### src/hdl/rd_cred_pkg.sv
package rd_cred_pkg;

  // ####################
  // widths
  // ####################

  // the virtual address of a read request.
  localparam int ADDR_W = 32;
  // a request or chunk length in bytes.
  localparam int LEN_W = 16;
  // the destination stream id carried with every beat.
  localparam int TID_W = 4;
  // one data beat of the card memory.
  localparam int DATA_W = 64;

  // bytes per data beat, so a length divided by this gives beats.
  localparam int BEAT_BYTES = 8;
  // a beat count drops the three byte-offset bits of a length.
  localparam int BEATS_W = LEN_W - 3;

  // ####################
  // state encodings
  // ####################

  // the parser either waits for a request or is cutting one into chunks.
  typedef enum logic {PS_IDLE, PS_SPLIT} parser_state_t;

  // the tagger is either between chunks or inside a chunk with beats left.
  typedef enum logic {TS_IDLE, TS_STREAM} tagger_state_t;

endpackage
### src/hdl/rd_credits_top.sv
`timescale 1ns/10ps

module rd_credits_top
  import rd_cred_pkg::*;
#(
  parameter int PMTU     = 64,
  parameter int CRED_MAX = 16
) (
  input  logic              aclk,
  input  logic              rst_n,
  input  logic              s_req_valid,
  output logic              s_req_ready,
  input  logic [ADDR_W-1:0] s_req_vaddr,
  input  logic [LEN_W-1:0]  s_req_len,
  input  logic [TID_W-1:0]  s_req_tid,
  output logic              m_req_valid,
  input  logic              m_req_ready,
  output logic [ADDR_W-1:0] m_req_vaddr,
  output logic [LEN_W-1:0]  m_req_len,
  output logic [TID_W-1:0]  m_req_tid,
  input  logic              card_valid,
  input  logic [DATA_W-1:0] card_data,
  output logic              m_axis_tvalid,
  input  logic              m_axis_tready,
  output logic [DATA_W-1:0] m_axis_tdata,
  output logic [TID_W-1:0]  m_axis_tid,
  output logic              m_axis_tlast
);
  logic               q_valid;
  logic               q_ready;
  logic [ADDR_W-1:0]  q_vaddr;
  logic [LEN_W-1:0]   q_len;
  logic [TID_W-1:0]   q_tid;
  logic               p_valid;
  logic               p_ready;
  logic [ADDR_W-1:0]  p_vaddr;
  logic [LEN_W-1:0]   p_len;
  logic [TID_W-1:0]   p_tid;
  logic [BEATS_W-1:0] p_beats;
  logic [BEATS_W-1:0] issue_beats;
  logic               issue_valid;
  logic               xfer;
  logic               t_valid;
  logic [DATA_W-1:0]  t_data;
  logic [TID_W-1:0]   t_tid;
  logic               t_last;

  // a full chunk must fit in the credit window, or it could never be issued.
  if (CRED_MAX < PMTU / BEAT_BYTES) begin : g_cfg_check
    $error("CRED_MAX is smaller than the beats of one PMTU chunk");
  end

  // a chunk is committed toward the card on the request handshake.
  assign issue_valid = m_req_valid & m_req_ready;
  // each beat that leaves the buffer frees its credit.
  assign xfer        = m_axis_tvalid & m_axis_tready;

  // ####################
  // request path
  // ####################

  rd_req_queue inst_queue (
    .aclk, .rst_n, .s_req_valid, .s_req_ready, .s_req_vaddr, .s_req_len, .s_req_tid,
    .q_valid, .q_ready, .q_vaddr, .q_len, .q_tid
  );

  rd_req_parser #(.PMTU(PMTU)) inst_parser (
    .aclk, .rst_n, .q_valid, .q_ready, .q_vaddr, .q_len, .q_tid,
    .p_valid, .p_ready, .p_vaddr, .p_len, .p_tid, .p_beats
  );

  rd_credit_gate #(.CRED_MAX(CRED_MAX)) inst_gate (
    .aclk, .rst_n, .p_valid, .p_ready, .p_vaddr, .p_len, .p_tid, .p_beats,
    .m_req_valid, .m_req_ready, .m_req_vaddr, .m_req_len, .m_req_tid,
    .issue_beats, .xfer
  );

  // ####################
  // data path
  // ####################

  rd_data_tagger #(.CRED_MAX(CRED_MAX)) inst_tagger (
    .aclk, .rst_n, .issue_valid, .issue_tid(m_req_tid), .issue_beats,
    .card_valid, .card_data, .t_valid, .t_data, .t_tid, .t_last
  );

  rd_data_fifo #(.CRED_MAX(CRED_MAX)) inst_buffer (
    .aclk, .rst_n, .t_valid, .t_data, .t_tid, .t_last,
    .m_axis_tvalid, .m_axis_tready, .m_axis_tdata, .m_axis_tid, .m_axis_tlast
  );

endmodule

### src/hdl/rd_data_fifo.sv
`timescale 1ns/10ps

module rd_data_fifo
  import rd_cred_pkg::*;
#(
  parameter int CRED_MAX = 16
) (
  input  logic              aclk,
  input  logic              rst_n,
  input  logic              t_valid,
  input  logic [DATA_W-1:0] t_data,
  input  logic [TID_W-1:0]  t_tid,
  input  logic              t_last,
  output logic              m_axis_tvalid,
  input  logic              m_axis_tready,
  output logic [DATA_W-1:0] m_axis_tdata,
  output logic [TID_W-1:0]  m_axis_tid,
  output logic              m_axis_tlast
);
  localparam int PTR_W = (CRED_MAX > 1) ? $clog2(CRED_MAX) : 1;
  localparam int CNT_W = $clog2(CRED_MAX + 1);

  logic [DATA_W-1:0] data_mem [CRED_MAX];
  logic [TID_W-1:0]  tid_mem [CRED_MAX];
  logic              last_mem [CRED_MAX];
  logic [PTR_W-1:0]  wr_ptr;
  logic [PTR_W-1:0]  rd_ptr;
  logic [CNT_W-1:0]  count;
  logic              pop;

  // every beat in here was paid for by a credit, so a write always has a slot.
  assign m_axis_tvalid = (count != '0);
  assign m_axis_tdata  = data_mem[rd_ptr];
  assign m_axis_tid    = tid_mem[rd_ptr];
  assign m_axis_tlast  = last_mem[rd_ptr];
  assign pop           = m_axis_tvalid & m_axis_tready;

  always_ff @(posedge aclk) begin
    if (t_valid) begin
      data_mem[wr_ptr] <= t_data;
      tid_mem[wr_ptr]  <= t_tid;
      last_mem[wr_ptr] <= t_last;
    end
  end

  always_ff @(posedge aclk or negedge rst_n) begin
    if (!rst_n) begin
      wr_ptr <= '0;
      rd_ptr <= '0;
      count  <= '0;
    end else begin
      if (t_valid) wr_ptr <= (wr_ptr == PTR_W'(CRED_MAX - 1)) ? '0 : wr_ptr + 1'b1;
      if (pop) rd_ptr <= (rd_ptr == PTR_W'(CRED_MAX - 1)) ? '0 : rd_ptr + 1'b1;
      count <= count + CNT_W'(t_valid) - CNT_W'(pop);
    end
  end

endmodule

### src/hdl/rd_data_tagger.sv
`timescale 1ns/10ps

module rd_data_tagger
  import rd_cred_pkg::*;
#(
  parameter int CRED_MAX = 16
) (
  input  logic               aclk,
  input  logic               rst_n,
  input  logic               issue_valid,
  input  logic [TID_W-1:0]   issue_tid,
  input  logic [BEATS_W-1:0] issue_beats,
  input  logic               card_valid,
  input  logic [DATA_W-1:0]  card_data,
  output logic               t_valid,
  output logic [DATA_W-1:0]  t_data,
  output logic [TID_W-1:0]   t_tid,
  output logic               t_last
);
  localparam int PTR_W = (CRED_MAX > 1) ? $clog2(CRED_MAX) : 1;
  localparam int CNT_W = $clog2(CRED_MAX + 1);

  // one entry per outstanding chunk, at most one per credit.
  logic [TID_W-1:0]   tid_mem [CRED_MAX];
  logic [BEATS_W-1:0] beats_mem [CRED_MAX];
  logic [PTR_W-1:0]   wr_ptr;
  logic [PTR_W-1:0]   rd_ptr;
  logic [CNT_W-1:0]   count;
  tagger_state_t      state;
  logic [BEATS_W-1:0] rem_beats;
  logic               beat_in;
  logic               beat_last;
  logic               pop;

  // a card beat always belongs to the head chunk. A beat with no chunk open is dropped.
  assign beat_in   = card_valid & (count != '0);
  // in TS_IDLE the head entry is loaded, so its full count decides last.
  assign beat_last = (state == TS_IDLE) ? (beats_mem[rd_ptr] == BEATS_W'(1))
                                        : (rem_beats == BEATS_W'(1));
  assign pop       = beat_in & beat_last;

  always_ff @(posedge aclk) begin
    if (issue_valid) begin
      tid_mem[wr_ptr]   <= issue_tid;
      beats_mem[wr_ptr] <= issue_beats;
    end
    if (beat_in) begin
      t_data <= card_data;
      t_tid  <= tid_mem[rd_ptr];
      t_last <= beat_last;
    end
  end

  always_ff @(posedge aclk or negedge rst_n) begin
    if (!rst_n) begin
      wr_ptr    <= '0;
      rd_ptr    <= '0;
      count     <= '0;
      state     <= TS_IDLE;
      rem_beats <= '0;
      t_valid   <= 1'b0;
    end else begin
      t_valid <= beat_in;
      if (issue_valid) wr_ptr <= (wr_ptr == PTR_W'(CRED_MAX - 1)) ? '0 : wr_ptr + 1'b1;
      if (pop) rd_ptr <= (rd_ptr == PTR_W'(CRED_MAX - 1)) ? '0 : rd_ptr + 1'b1;
      count <= count + CNT_W'(issue_valid) - CNT_W'(pop);
      // a one-beat chunk completes in TS_IDLE and never enters TS_STREAM.
      if (beat_in) begin
        if (state == TS_IDLE) begin
          rem_beats <= beats_mem[rd_ptr] - 1'b1;
          if (!beat_last) state <= TS_STREAM;
        end else begin
          rem_beats <= rem_beats - 1'b1;
          if (beat_last) state <= TS_IDLE;
        end
      end
    end
  end

endmodule

### src/hdl/rd_credit_gate.sv
`timescale 1ns/10ps

module rd_credit_gate
  import rd_cred_pkg::*;
#(
  parameter int CRED_MAX = 16
) (
  input  logic               aclk,
  input  logic               rst_n,
  input  logic               p_valid,
  output logic               p_ready,
  input  logic [ADDR_W-1:0]  p_vaddr,
  input  logic [LEN_W-1:0]   p_len,
  input  logic [TID_W-1:0]   p_tid,
  input  logic [BEATS_W-1:0] p_beats,
  output logic               m_req_valid,
  input  logic               m_req_ready,
  output logic [ADDR_W-1:0]  m_req_vaddr,
  output logic [LEN_W-1:0]   m_req_len,
  output logic [TID_W-1:0]   m_req_tid,
  output logic [BEATS_W-1:0] issue_beats,
  input  logic               xfer
);
  localparam int CNT_W = $clog2(CRED_MAX + 1);
  // compare at the wider of the count and beat widths.
  localparam int CMP_W = (CNT_W > BEATS_W) ? CNT_W : BEATS_W;

  logic [CNT_W-1:0] cred_cnt;
  logic [CNT_W-1:0] cred_free;
  logic             cred_ok;
  logic             issue;

  // cred_cnt holds the beats that are reserved in the card path or the buffer.
  assign cred_free = CNT_W'(CRED_MAX) - cred_cnt;
  assign cred_ok   = (CMP_W'(p_beats) <= CMP_W'(cred_free));

  // the gate is purely combinational on the request path.
  // free credits only grow while a chunk waits, so a raised valid stays up.
  assign m_req_valid = p_valid & cred_ok;
  assign p_ready     = m_req_ready & cred_ok;
  assign issue       = m_req_valid & m_req_ready;

  assign m_req_vaddr = p_vaddr;
  assign m_req_len   = p_len;
  assign m_req_tid   = p_tid;
  assign issue_beats = p_beats;

  // an issue reserves the whole chunk at once; each beat leaving the buffer
  // gives one credit back. Both may land on the same edge.
  always_ff @(posedge aclk or negedge rst_n) begin
    if (!rst_n) begin
      cred_cnt <= '0;
    end else begin
      cred_cnt <= cred_cnt + (issue ? CNT_W'(p_beats) : CNT_W'(0)) - CNT_W'(xfer);
    end
  end

endmodule

### src/hdl/rd_req_parser.sv
`timescale 1ns/10ps

module rd_req_parser
  import rd_cred_pkg::*;
#(
  parameter int PMTU = 64
) (
  input  logic               aclk,
  input  logic               rst_n,
  input  logic               q_valid,
  output logic               q_ready,
  input  logic [ADDR_W-1:0]  q_vaddr,
  input  logic [LEN_W-1:0]   q_len,
  input  logic [TID_W-1:0]   q_tid,
  output logic               p_valid,
  input  logic               p_ready,
  output logic [ADDR_W-1:0]  p_vaddr,
  output logic [LEN_W-1:0]   p_len,
  output logic [TID_W-1:0]   p_tid,
  output logic [BEATS_W-1:0] p_beats
);
  // the largest chunk, as a length value.
  localparam logic [LEN_W-1:0] CHUNK_MAX = LEN_W'(PMTU);

  parser_state_t     state;
  logic [ADDR_W-1:0] cur_vaddr;
  logic [LEN_W-1:0]  rem_len;
  logic [TID_W-1:0]  cur_tid;
  logic [LEN_W-1:0]  chunk_len;
  logic              last_chunk;
  logic              chunk_done;

  // ####################
  // chunk selection
  // ####################

  // whatever is left fits in one transfer unit, so this is the final chunk.
  assign last_chunk = (rem_len <= CHUNK_MAX);
  assign chunk_len  = last_chunk ? rem_len : CHUNK_MAX;
  assign chunk_done = p_valid & p_ready;

  // a new request is taken only between requests.
  assign q_ready = (state == PS_IDLE);
  assign p_valid = (state == PS_SPLIT);
  assign p_vaddr = cur_vaddr;
  assign p_len   = chunk_len;
  assign p_tid   = cur_tid;
  // lengths are whole beats, so the division is exact.
  assign p_beats = BEATS_W'(chunk_len / BEAT_BYTES);

  // ####################
  // state and counters
  // ####################

  always_ff @(posedge aclk or negedge rst_n) begin
    if (!rst_n) begin
      state   <= PS_IDLE;
      rem_len <= '0;
    end else begin
      case (state)
        PS_IDLE: begin
          if (q_valid) begin
            rem_len <= q_len;
            state   <= PS_SPLIT;
          end
        end
        PS_SPLIT: begin
          if (chunk_done) begin
            rem_len <= rem_len - chunk_len;
            if (last_chunk) state <= PS_IDLE;
          end
        end
        default: state <= PS_IDLE;
      endcase
    end
  end

  // the address moves on by the length of each chunk that was taken.
  always_ff @(posedge aclk) begin
    if (q_valid & q_ready) begin
      cur_vaddr <= q_vaddr;
      cur_tid   <= q_tid;
    end else if (chunk_done) begin
      cur_vaddr <= cur_vaddr + ADDR_W'(chunk_len);
    end
  end

endmodule

### src/hdl/rd_req_queue.sv
`timescale 1ns/10ps

module rd_req_queue
  import rd_cred_pkg::*;
#(
  parameter int QDEPTH = 4
) (
  input  logic              aclk,
  input  logic              rst_n,
  input  logic              s_req_valid,
  output logic              s_req_ready,
  input  logic [ADDR_W-1:0] s_req_vaddr,
  input  logic [LEN_W-1:0]  s_req_len,
  input  logic [TID_W-1:0]  s_req_tid,
  output logic              q_valid,
  input  logic              q_ready,
  output logic [ADDR_W-1:0] q_vaddr,
  output logic [LEN_W-1:0]  q_len,
  output logic [TID_W-1:0]  q_tid
);
  localparam int PTR_W = (QDEPTH > 1) ? $clog2(QDEPTH) : 1;
  localparam int CNT_W = $clog2(QDEPTH + 1);

  logic [ADDR_W-1:0] mem_vaddr [QDEPTH];
  logic [LEN_W-1:0]  mem_len [QDEPTH];
  logic [TID_W-1:0]  mem_tid [QDEPTH];
  logic [PTR_W-1:0]  wr_ptr;
  logic [PTR_W-1:0]  rd_ptr;
  logic [CNT_W-1:0]  count;
  logic              push;
  logic              pop;

  // the queue refuses new requests only when every slot holds one.
  assign s_req_ready = (count != CNT_W'(QDEPTH));
  assign q_valid     = (count != '0);
  assign push        = s_req_valid & s_req_ready;
  assign pop         = q_valid & q_ready;

  // the head slot is read straight out of the storage registers.
  // a request written on an edge is therefore visible the next cycle.
  assign q_vaddr = mem_vaddr[rd_ptr];
  assign q_len   = mem_len[rd_ptr];
  assign q_tid   = mem_tid[rd_ptr];

  always_ff @(posedge aclk) begin
    if (push) begin
      mem_vaddr[wr_ptr] <= s_req_vaddr;
      mem_len[wr_ptr]   <= s_req_len;
      mem_tid[wr_ptr]   <= s_req_tid;
    end
  end

  // pointers wrap at QDEPTH, so the depth need not be a power of two.
  always_ff @(posedge aclk or negedge rst_n) begin
    if (!rst_n) begin
      wr_ptr <= '0;
      rd_ptr <= '0;
      count  <= '0;
    end else begin
      if (push) wr_ptr <= (wr_ptr == PTR_W'(QDEPTH - 1)) ? '0 : wr_ptr + 1'b1;
      if (pop) rd_ptr <= (rd_ptr == PTR_W'(QDEPTH - 1)) ? '0 : rd_ptr + 1'b1;
      count <= count + CNT_W'(push) - CNT_W'(pop);
    end
  end

endmodule

### config.mk
export PLATFORM = sky130hd
export DESIGN_NAME = rd_credits_top
export DESIGN_NICKNAME = d
export VERILOG_FILES = /design/src/hdl/rd_cred_pkg.sv /design/src/hdl/rd_credits_top.sv /design/src/hdl/rd_data_fifo.sv /design/src/hdl/rd_data_tagger.sv /design/src/hdl/rd_credit_gate.sv /design/src/hdl/rd_req_parser.sv /design/src/hdl/rd_req_queue.sv
export SDC_FILE = /design/constraint.sdc
export NUM_CORES = 2
export LEC_CHECK = 0
export BUFFER_PORTS_ARGS = -buffer_cell sky130_fd_sc_hd__buf_2
export CAP_MARGIN = 20
export CORE_MARGIN = 3
export CORE_UTILIZATION = 35
export CTS_CLUSTER_SIZE = 16
export DETAILED_ROUTE_END_ITERATION = 8
export PLACE_DENSITY = 0.59
export SETUP_SLACK_MARGIN = 0.02
export SLEW_MARGIN = 20
export SYNTH_ARGS = -nofsm -noshare
export SYNTH_HDL_FRONTEND = slang
export SYNTH_HIERARCHICAL = 1
export SYNTH_SLANG_ARGS = --single-unit
### constraint.sdc
create_clock -name aclk -period 6.3 [get_ports aclk]
set_input_delay 1.26 -clock aclk [delete_from_list [all_inputs] [get_ports aclk]]
set_output_delay 1.26 -clock aclk [all_outputs]
set_load 0.1 [all_outputs]
* Yosys cells after proc, flatten, opt, wreduce, memory -nomap -nowiden
Memory sizes are Yosys's and may differ from the RTL's. A register that Yosys moved wholly into a read port is not among the register bits. Cells that the tools add are included.
Cells by class: add/sub/neg operators 19, magnitude comparators 2, equal/unequal tests 11, muxes and demuxes 26, bitwise gates (word level) 10, reductions and logical operators 5
Operator list (count):
- 2-to-1 mux 32 bit | 2
- 2-to-1 mux 16 bit | 3
- adder 32 x 16 -> 32 bit | 1
- case mux 16 bit (2 select lines) | 1
- equality test 13 x 1 -> 1 bit, second input constant | 2
- subtractor 13 x 1 -> 13 bit, second input constant | 2
- adder 4 x 1 -> 4 bit, second input constant | 4
- equality test 4 bit, second input constant | 4
- <= comparator 16 x 7 -> 1 bit, second input constant | 1
- 2-to-1 mux 4 bit | 4
- subtractor 16 bit | 1
- subtractor 5 x 1 -> 5 bit | 3
- <= comparator 13 x 5 -> 1 bit | 1
- 2-to-1 mux 13 bit | 1
- 2-to-1 mux 1 bit | 11
- adder 5 x 1 -> 5 bit | 2
- nonzero test 5 bit | 2
- AND 1 bit | 9
- adder 5 bit | 1
- 2-to-1 mux 5 bit | 1
- subtractor 5 bit, first input constant | 1
- adder 2 x 1 -> 2 bit, second input constant | 2
- equality test 2 bit, second input constant | 2
- 2-to-1 mux 2 bit | 2
- 10 further kinds | 10
Word-level totals: register bits 167, bits in writable memories 1584, bits of input ports 122, memories 8
Memories:
- inst_buffer.data_mem | depth 16, bits a word 64, read ports 1, clocked after Yosys merged registers in 0, write ports 1, line rd_data_fifo.sv:23 | logic [DATA_W-1:0] data_mem [CRED_MAX];
- inst_tagger.beats_mem | depth 16, bits a word 13, read ports 1, clocked after Yosys merged registers in 0, write ports 1, line rd_data_tagger.sv:25 | logic [BEATS_W-1:0] beats_mem [CRED_MAX];
- inst_queue.mem_vaddr | depth 4, bits a word 32, read ports 1, clocked after Yosys merged registers in 0, write ports 1, line rd_req_queue.sv:24 | logic [ADDR_W-1:0] mem_vaddr [QDEPTH];
- inst_buffer.tid_mem | depth 16, bits a word 4, read ports 1, clocked after Yosys merged registers in 0, write ports 1, line rd_data_fifo.sv:24 | logic [TID_W-1:0] tid_mem [CRED_MAX];
- inst_queue.mem_len | depth 4, bits a word 16, read ports 1, clocked after Yosys merged registers in 0, write ports 1, line rd_req_queue.sv:25 | logic [LEN_W-1:0] mem_len [QDEPTH];
- inst_tagger.tid_mem | depth 16, bits a word 4, read ports 1, clocked after Yosys merged registers in 1, write ports 1, line rd_data_tagger.sv:24 | logic [TID_W-1:0] tid_mem [CRED_MAX];
- 2 more memories

* Longest topological paths before layout
depth after elaboration 8, gate-level depth with buffers 21

* Hierarchy
Netlist, hierarchy kept.
By module, submodules not included:
- rd_data_fifo | instances 1, cells each 1937, area an instance 42864.9 µm²
- rd_data_tagger | instances 1, cells each 738, area an instance 14437.6 µm²
- rd_req_queue | instances 1, cells each 315, area an instance 7996.4 µm²
- rd_req_parser | instances 1, cells each 409, area an instance 3649.8 µm²
- rd_credit_gate | instances 1, cells each 133, area an instance 1112.3 µm²
- rd_credits_top | instances 1, cells each 2, area an instance 12.5 µm²

* Worst setup path before layout
Ideal clock, no wire load.
path kind flip-flop to flip-flop, start point register inst_tagger.t_valid, end point memory inst_buffer.data_mem[2][0] (enable), setup time 0.581 ns, arrival 5.450 ns, required time 5.719 ns, path slack 0.269 ns, stages on the path, launching flop included 4, buffers on the path 1, cells stage by stage dfrtp_1 > clkbuf_1 > nand2_1 > nor3_1
On the way: cells in the longest elaborated chain, start to end 2
RTL lines:
- start: declaration | line rd_data_tagger.sv:15 | output logic t_valid,
- start signal: assignment | line rd_data_tagger.sv:63 | t_valid <= beat_in;
- 2-to-1 mux 1 bit | line rd_data_fifo.sv:39 | if (t_valid) begin
- 2-to-1 mux 1 bit (implied by the code) | line rd_data_fifo.sv:40 | data_mem[wr_ptr] <= t_data;
- end: declaration | line rd_data_fifo.sv:23
No other way between the ends.

* Worst setup path after layout
start point register inst_parser.rem_len[12], end point output m_req_valid
On the way: cells in the longest elaborated chain, start to end 4
RTL lines:
- start: declaration | line rd_req_parser.sv:27 | logic [LEN_W-1:0] rem_len;
- start signal: assignment | line rd_req_parser.sv:63 | rem_len <= q_len;
- start signal: assignment | line rd_req_parser.sv:69 | rem_len <= rem_len - chunk_len;
- <= comparator 16 x 7 -> 1 bit | line rd_req_parser.sv:38 | assign last_chunk = (rem_len <= CHUNK_MAX);
- 2-to-1 mux 16 bit (*) | line rd_req_parser.sv:39 | assign chunk_len = last_chunk ? rem_len : CHUNK_MAX;
- <= comparator 13 x 5 -> 1 bit (*) | line rd_credit_gate.sv:35 | assign cred_ok = (CMP_W'(p_beats) <= CMP_W'(cred_free));
- AND 1 bit (*) | line rd_credit_gate.sv:39 | assign m_req_valid = p_valid & cred_ok;
- end: declaration | line rd_credits_top.sv:16 | output logic m_req_valid,
Every way passes the cells marked *; elsewhere a longest branch is shown, timed or not.

==> impl_results.md <==
- Status: finished clean
- I/O pin count: 246
- WS Path Type: flip-flop to primary output
- GRT met2 Usage: 26.98%
- GRT overflow: 0
- Worst hold margin: 0.2556 ns
- Number of buffers added on ports: 236
- Gpl congestion: 0.7626
- First-pass GRT wire length: 241.8 mm
- LEAKAGE: 25.99 nW
- CP required: 5.04 ns
- Starting Density: 35.35%
- RSZ-0062 raised after global routing: no
- Row count: 163
- # hold bufs at CTS: 0
- CP Launch Type: flip-flop
- Starting DRT DRC Count: 2823
- Final nets: 4013
- Synth warn: 6
- Vias per cell: 5.157
- Critical path buffers and inverters: 3
- Pre-CTS WS: 1.359 ns
- Cell area power density: 442.4 nW/µm²
- Final Slew Violations: 0
- Critical Path Slowest Stage Cell: or4_1
- DP Cell Count: 6277
- CTS sink cnt: 1759
- Slew HR: 27.47%
- Register Area: 52490 µm²
- CP endpoint kind: primary output
- Setup Fix Bufs, Post-CTS: 0
- Tot Pwr: 0.03540 W
- Initial antenna violation count: 16
- Drt total wl: 165.5 mm
- Tmin final: 5.461 ns
- Final count of hold timing violations: 0
- Vias: 34123
- Synth async-reset ratio: 3.980%
- CP max stage delay: 0.58 ns
- Drt first pass iters: 7
- DR WL/cell: 25.01 µm
- R2R depth: 15
- Die X: 453.5 µm
- Cell Area, Synth: 70070 µm²
- #FFs+latches synth: 1759
- Largest net degree at the start of global routing: 86
- Dpl hpwl: 88.61 mm
- Critical path's top delay family: simple AND/OR/NAND/NOR gates
- Clock H-tree levels: 4
- Post-synthesis cell type count: 86
- # fillers: 17644
- CP max FO: 20
- Total track usage: 15.96%
- Die Area: 205600 µm²
- Clock root cell: clkbuf_16
- Die H: 453.5 µm
- Final setup viols: 0
- Crit share post-route: 86.69%
- Met3 usage: 2.697%
- Setup TNS: 0 ns
- Cell Chain, Critical Path: or4_1, nor3_1, buf_4, and3_1, buf_4, ha_1, o211a_1, o31ai_2, a22oi_2, nor2_2, and2_1, buf_2
- Worst Hold Class: primary input to asynchronous set/reset pin
- Fin Clk Skew: 0.03424 ns
- Layout cell share with drive strength beyond 1: 25.93%
- Final worst setup slack: 0.8386 ns
- Crit path DAT: 4.20 ns
- Max Buffers Root-to-Sink: 3
- Max Cap Viol: 0
- Residual DRC count: 0
- Sequential share of the synthesized area: 74.88%
- Post-synth EDFFs: 1689
- Non-Filler Instances: 6617
- FMAX: 183.1 MHz
- Area grow syn2layout: 14.18%
- M1 GR Usage: 21.18%
- Top_reg_cell synth: edfxtp_1
- Final antenna-violating net count: 0
- Worst vdd ir: 0.4745 mV
- CP Depth: 12
- Clk_lat worst skew: 0.82 ns
- Syn Area/Cell: 19.83 µm²
- Post-CTS resize count: 0
- Syn Inst Count: 3534
- CTS tree: done
- Core Area: 198200 µm²
- Top Usage Layer GRT: met2
- Worst path most repeated cell: buf_4
- Worst Max-Slew Pin Slew: 1.088 ns
- CTS buffer count: 183
- Area occupied by multi-input gates: 16030 µm²
- Clock slew at reported path FFs: 0.06 ns
- Vias in the first global route: 35034
## flip-flops by register name (all words and copies together) (netlist names), 4 cells and up
signal,flops
inst_buffer/count,5
inst_buffer/data_mem,1024
inst_buffer/last_mem,16
inst_buffer/rd_ptr,4
inst_buffer/tid_mem,64
inst_buffer/wr_ptr,4
inst_gate/cred_cnt,5
inst_parser/p_tid,4
inst_parser/p_vaddr,32
inst_parser/rem_len,16
inst_queue/mem_len,64
inst_queue/mem_tid,16
inst_queue/mem_vaddr,128
inst_tagger/beats_mem,208
inst_tagger/count,5
inst_tagger/rd_ptr,4
inst_tagger/rem_beats,13
inst_tagger/t_data,64
inst_tagger/t_tid,4
inst_tagger/tid_mem,64
inst_tagger/wr_ptr,4
## cell families (layout without fill, tap and decap cells)
kind of cell	Yosys count	after routing	share of synthesized area (%)
multiplexers	564	564	13.91
AO/OA/AOI/OAI	425	425	4.050
adder cells (fa/ha/maj)	69	69	1.286
buffers and inverters	324	736	2.668
other	2	33	0.01072
flip-flops	1759	1759	74.88
AND/OR/NAND/NOR	335	335	2.493
XOR/XNOR	56	56	0.6999
## layout by cell type (no fill, tap or decap), drive strengths merged, types with 10 or more instances in the layout
cell / n
a211oi: 10
a21o: 13
a21oi: 54
a22oi: 78
a31oi: 11
a32oi: 70
and2: 12
and3: 17
buf: 333
clkbuf: 225
clkinv: 83
conb: 28
dfrtp: 70
edfxtp: 1689
ha: 64
inv: 80
mux2: 22
mux2i: 217
mux4: 325
nand2: 101
nand2b: 12
nand3: 23
nand4: 11
nor2: 75
nor3: 22
nor4: 10
o21ai: 136
o22ai: 11
or3: 10
xnor2: 39
xor2: 17
## where the power goes
| group | switching (W) | internal (W) |
|---|---|---|
| combinational | 0.00749 | 0.00306 |
| clock | 0.00454 | 0.00587 |
| sequential | 0.000577 | 0.0139 |
| total | 0.0126 | 0.0228 |
## layout make-up
class | instances | area share, %
clock buffer | 225 | 6.047
sequential | 1759 | 65.61
clock inverter | 110 | 1.193
multi-input combinational | 1477 | 20.04
tap | 2640 | 4.129
inverter | 68 | 0.3284
timing repair buffer | 333 | 2.640
antenna | 5 | 0.01564
## synth_stat cells, types with 25 or more instances
cell      instances  area share [%]
a21oi_1          52            0.37
nor2_1           74            0.40
clkbuf_1         67            0.36
nand2_1          99            0.53
dfrtp_1          70             2.5
mux2i_1         217             3.1
buf_6            25            0.40
o21ai_1          72            0.51
inv_1            67            0.36
edfxtp_1       1689              72
ha_1             64             1.1
buf_2            45            0.32
a22oi_1          76            0.81
xnor2_1          39            0.49
buf_4           106             1.1
mux4_2          323              10
o21ai_0          63            0.45
a32oi_1          70            0.87
## per-layer routing
layer	up-vias	share of wire (%)
met5	-	0.029
met4	8	2.5
met3	240	4.7
met2	864	50
met1	18028	42
li1	14983	-
## path summary, 6_finish.rpt
kind	slack, ns	from	endpoint
setup / recovery	0.84	inst_parser/rem_len[12]$_DFFE_PN0P_	m_req_valid
hold / removal	0.26	rst_n	inst_tagger/count[2]$_DFF_PN0_
setup reg to reg	1.35	inst_parser/rem_len[12]$_DFFE_PN0P_	inst_tagger/beats_mem[13][0]$_DFFE_PP_
hold reg to reg	0.51	inst_tagger/rem_beats[12]$_DFFE_PN0P_	inst_tagger/rem_beats[12]$_DFFE_PN0P_
max in group asynchronous	4.75	rst_n	inst_buffer/rd_ptr[3]$_DFFE_PN0P_
min in group aclk	0.51	inst_tagger/rem_beats[12]$_DFFE_PN0P_	inst_tagger/rem_beats[12]$_DFFE_PN0P_
## worst register-to-register path: stages (launching register included)
cell and delay (ns):
dfrtp_1 0.41, or4_1 0.58, nor3_1 0.21, buf_4 0.20
and3_1 0.17, buf_4 0.24, ha_1 0.28, o211a_1 0.22
o31ai_2 0.06, a22oi_2 0.14, nor2_2 0.23, and2_1 0.17
and2_1 0.41, nand2_1 0.31, nor2_2 0.69, buf_4 0.32
## stage by stage
stage / cell area (µm²) / utilization, %
2_1_floorplan: 70170 / -
4_1_cts: 80000 / 40.35
6_report: 80010 / 40.36
5_1_grt: 80000 / 40.36
3_5_place_dp: 74200 / 37.43
3_3_place_gp: 74180 / 37.42
No activity file was read; power rests on OpenSTA's default activity.
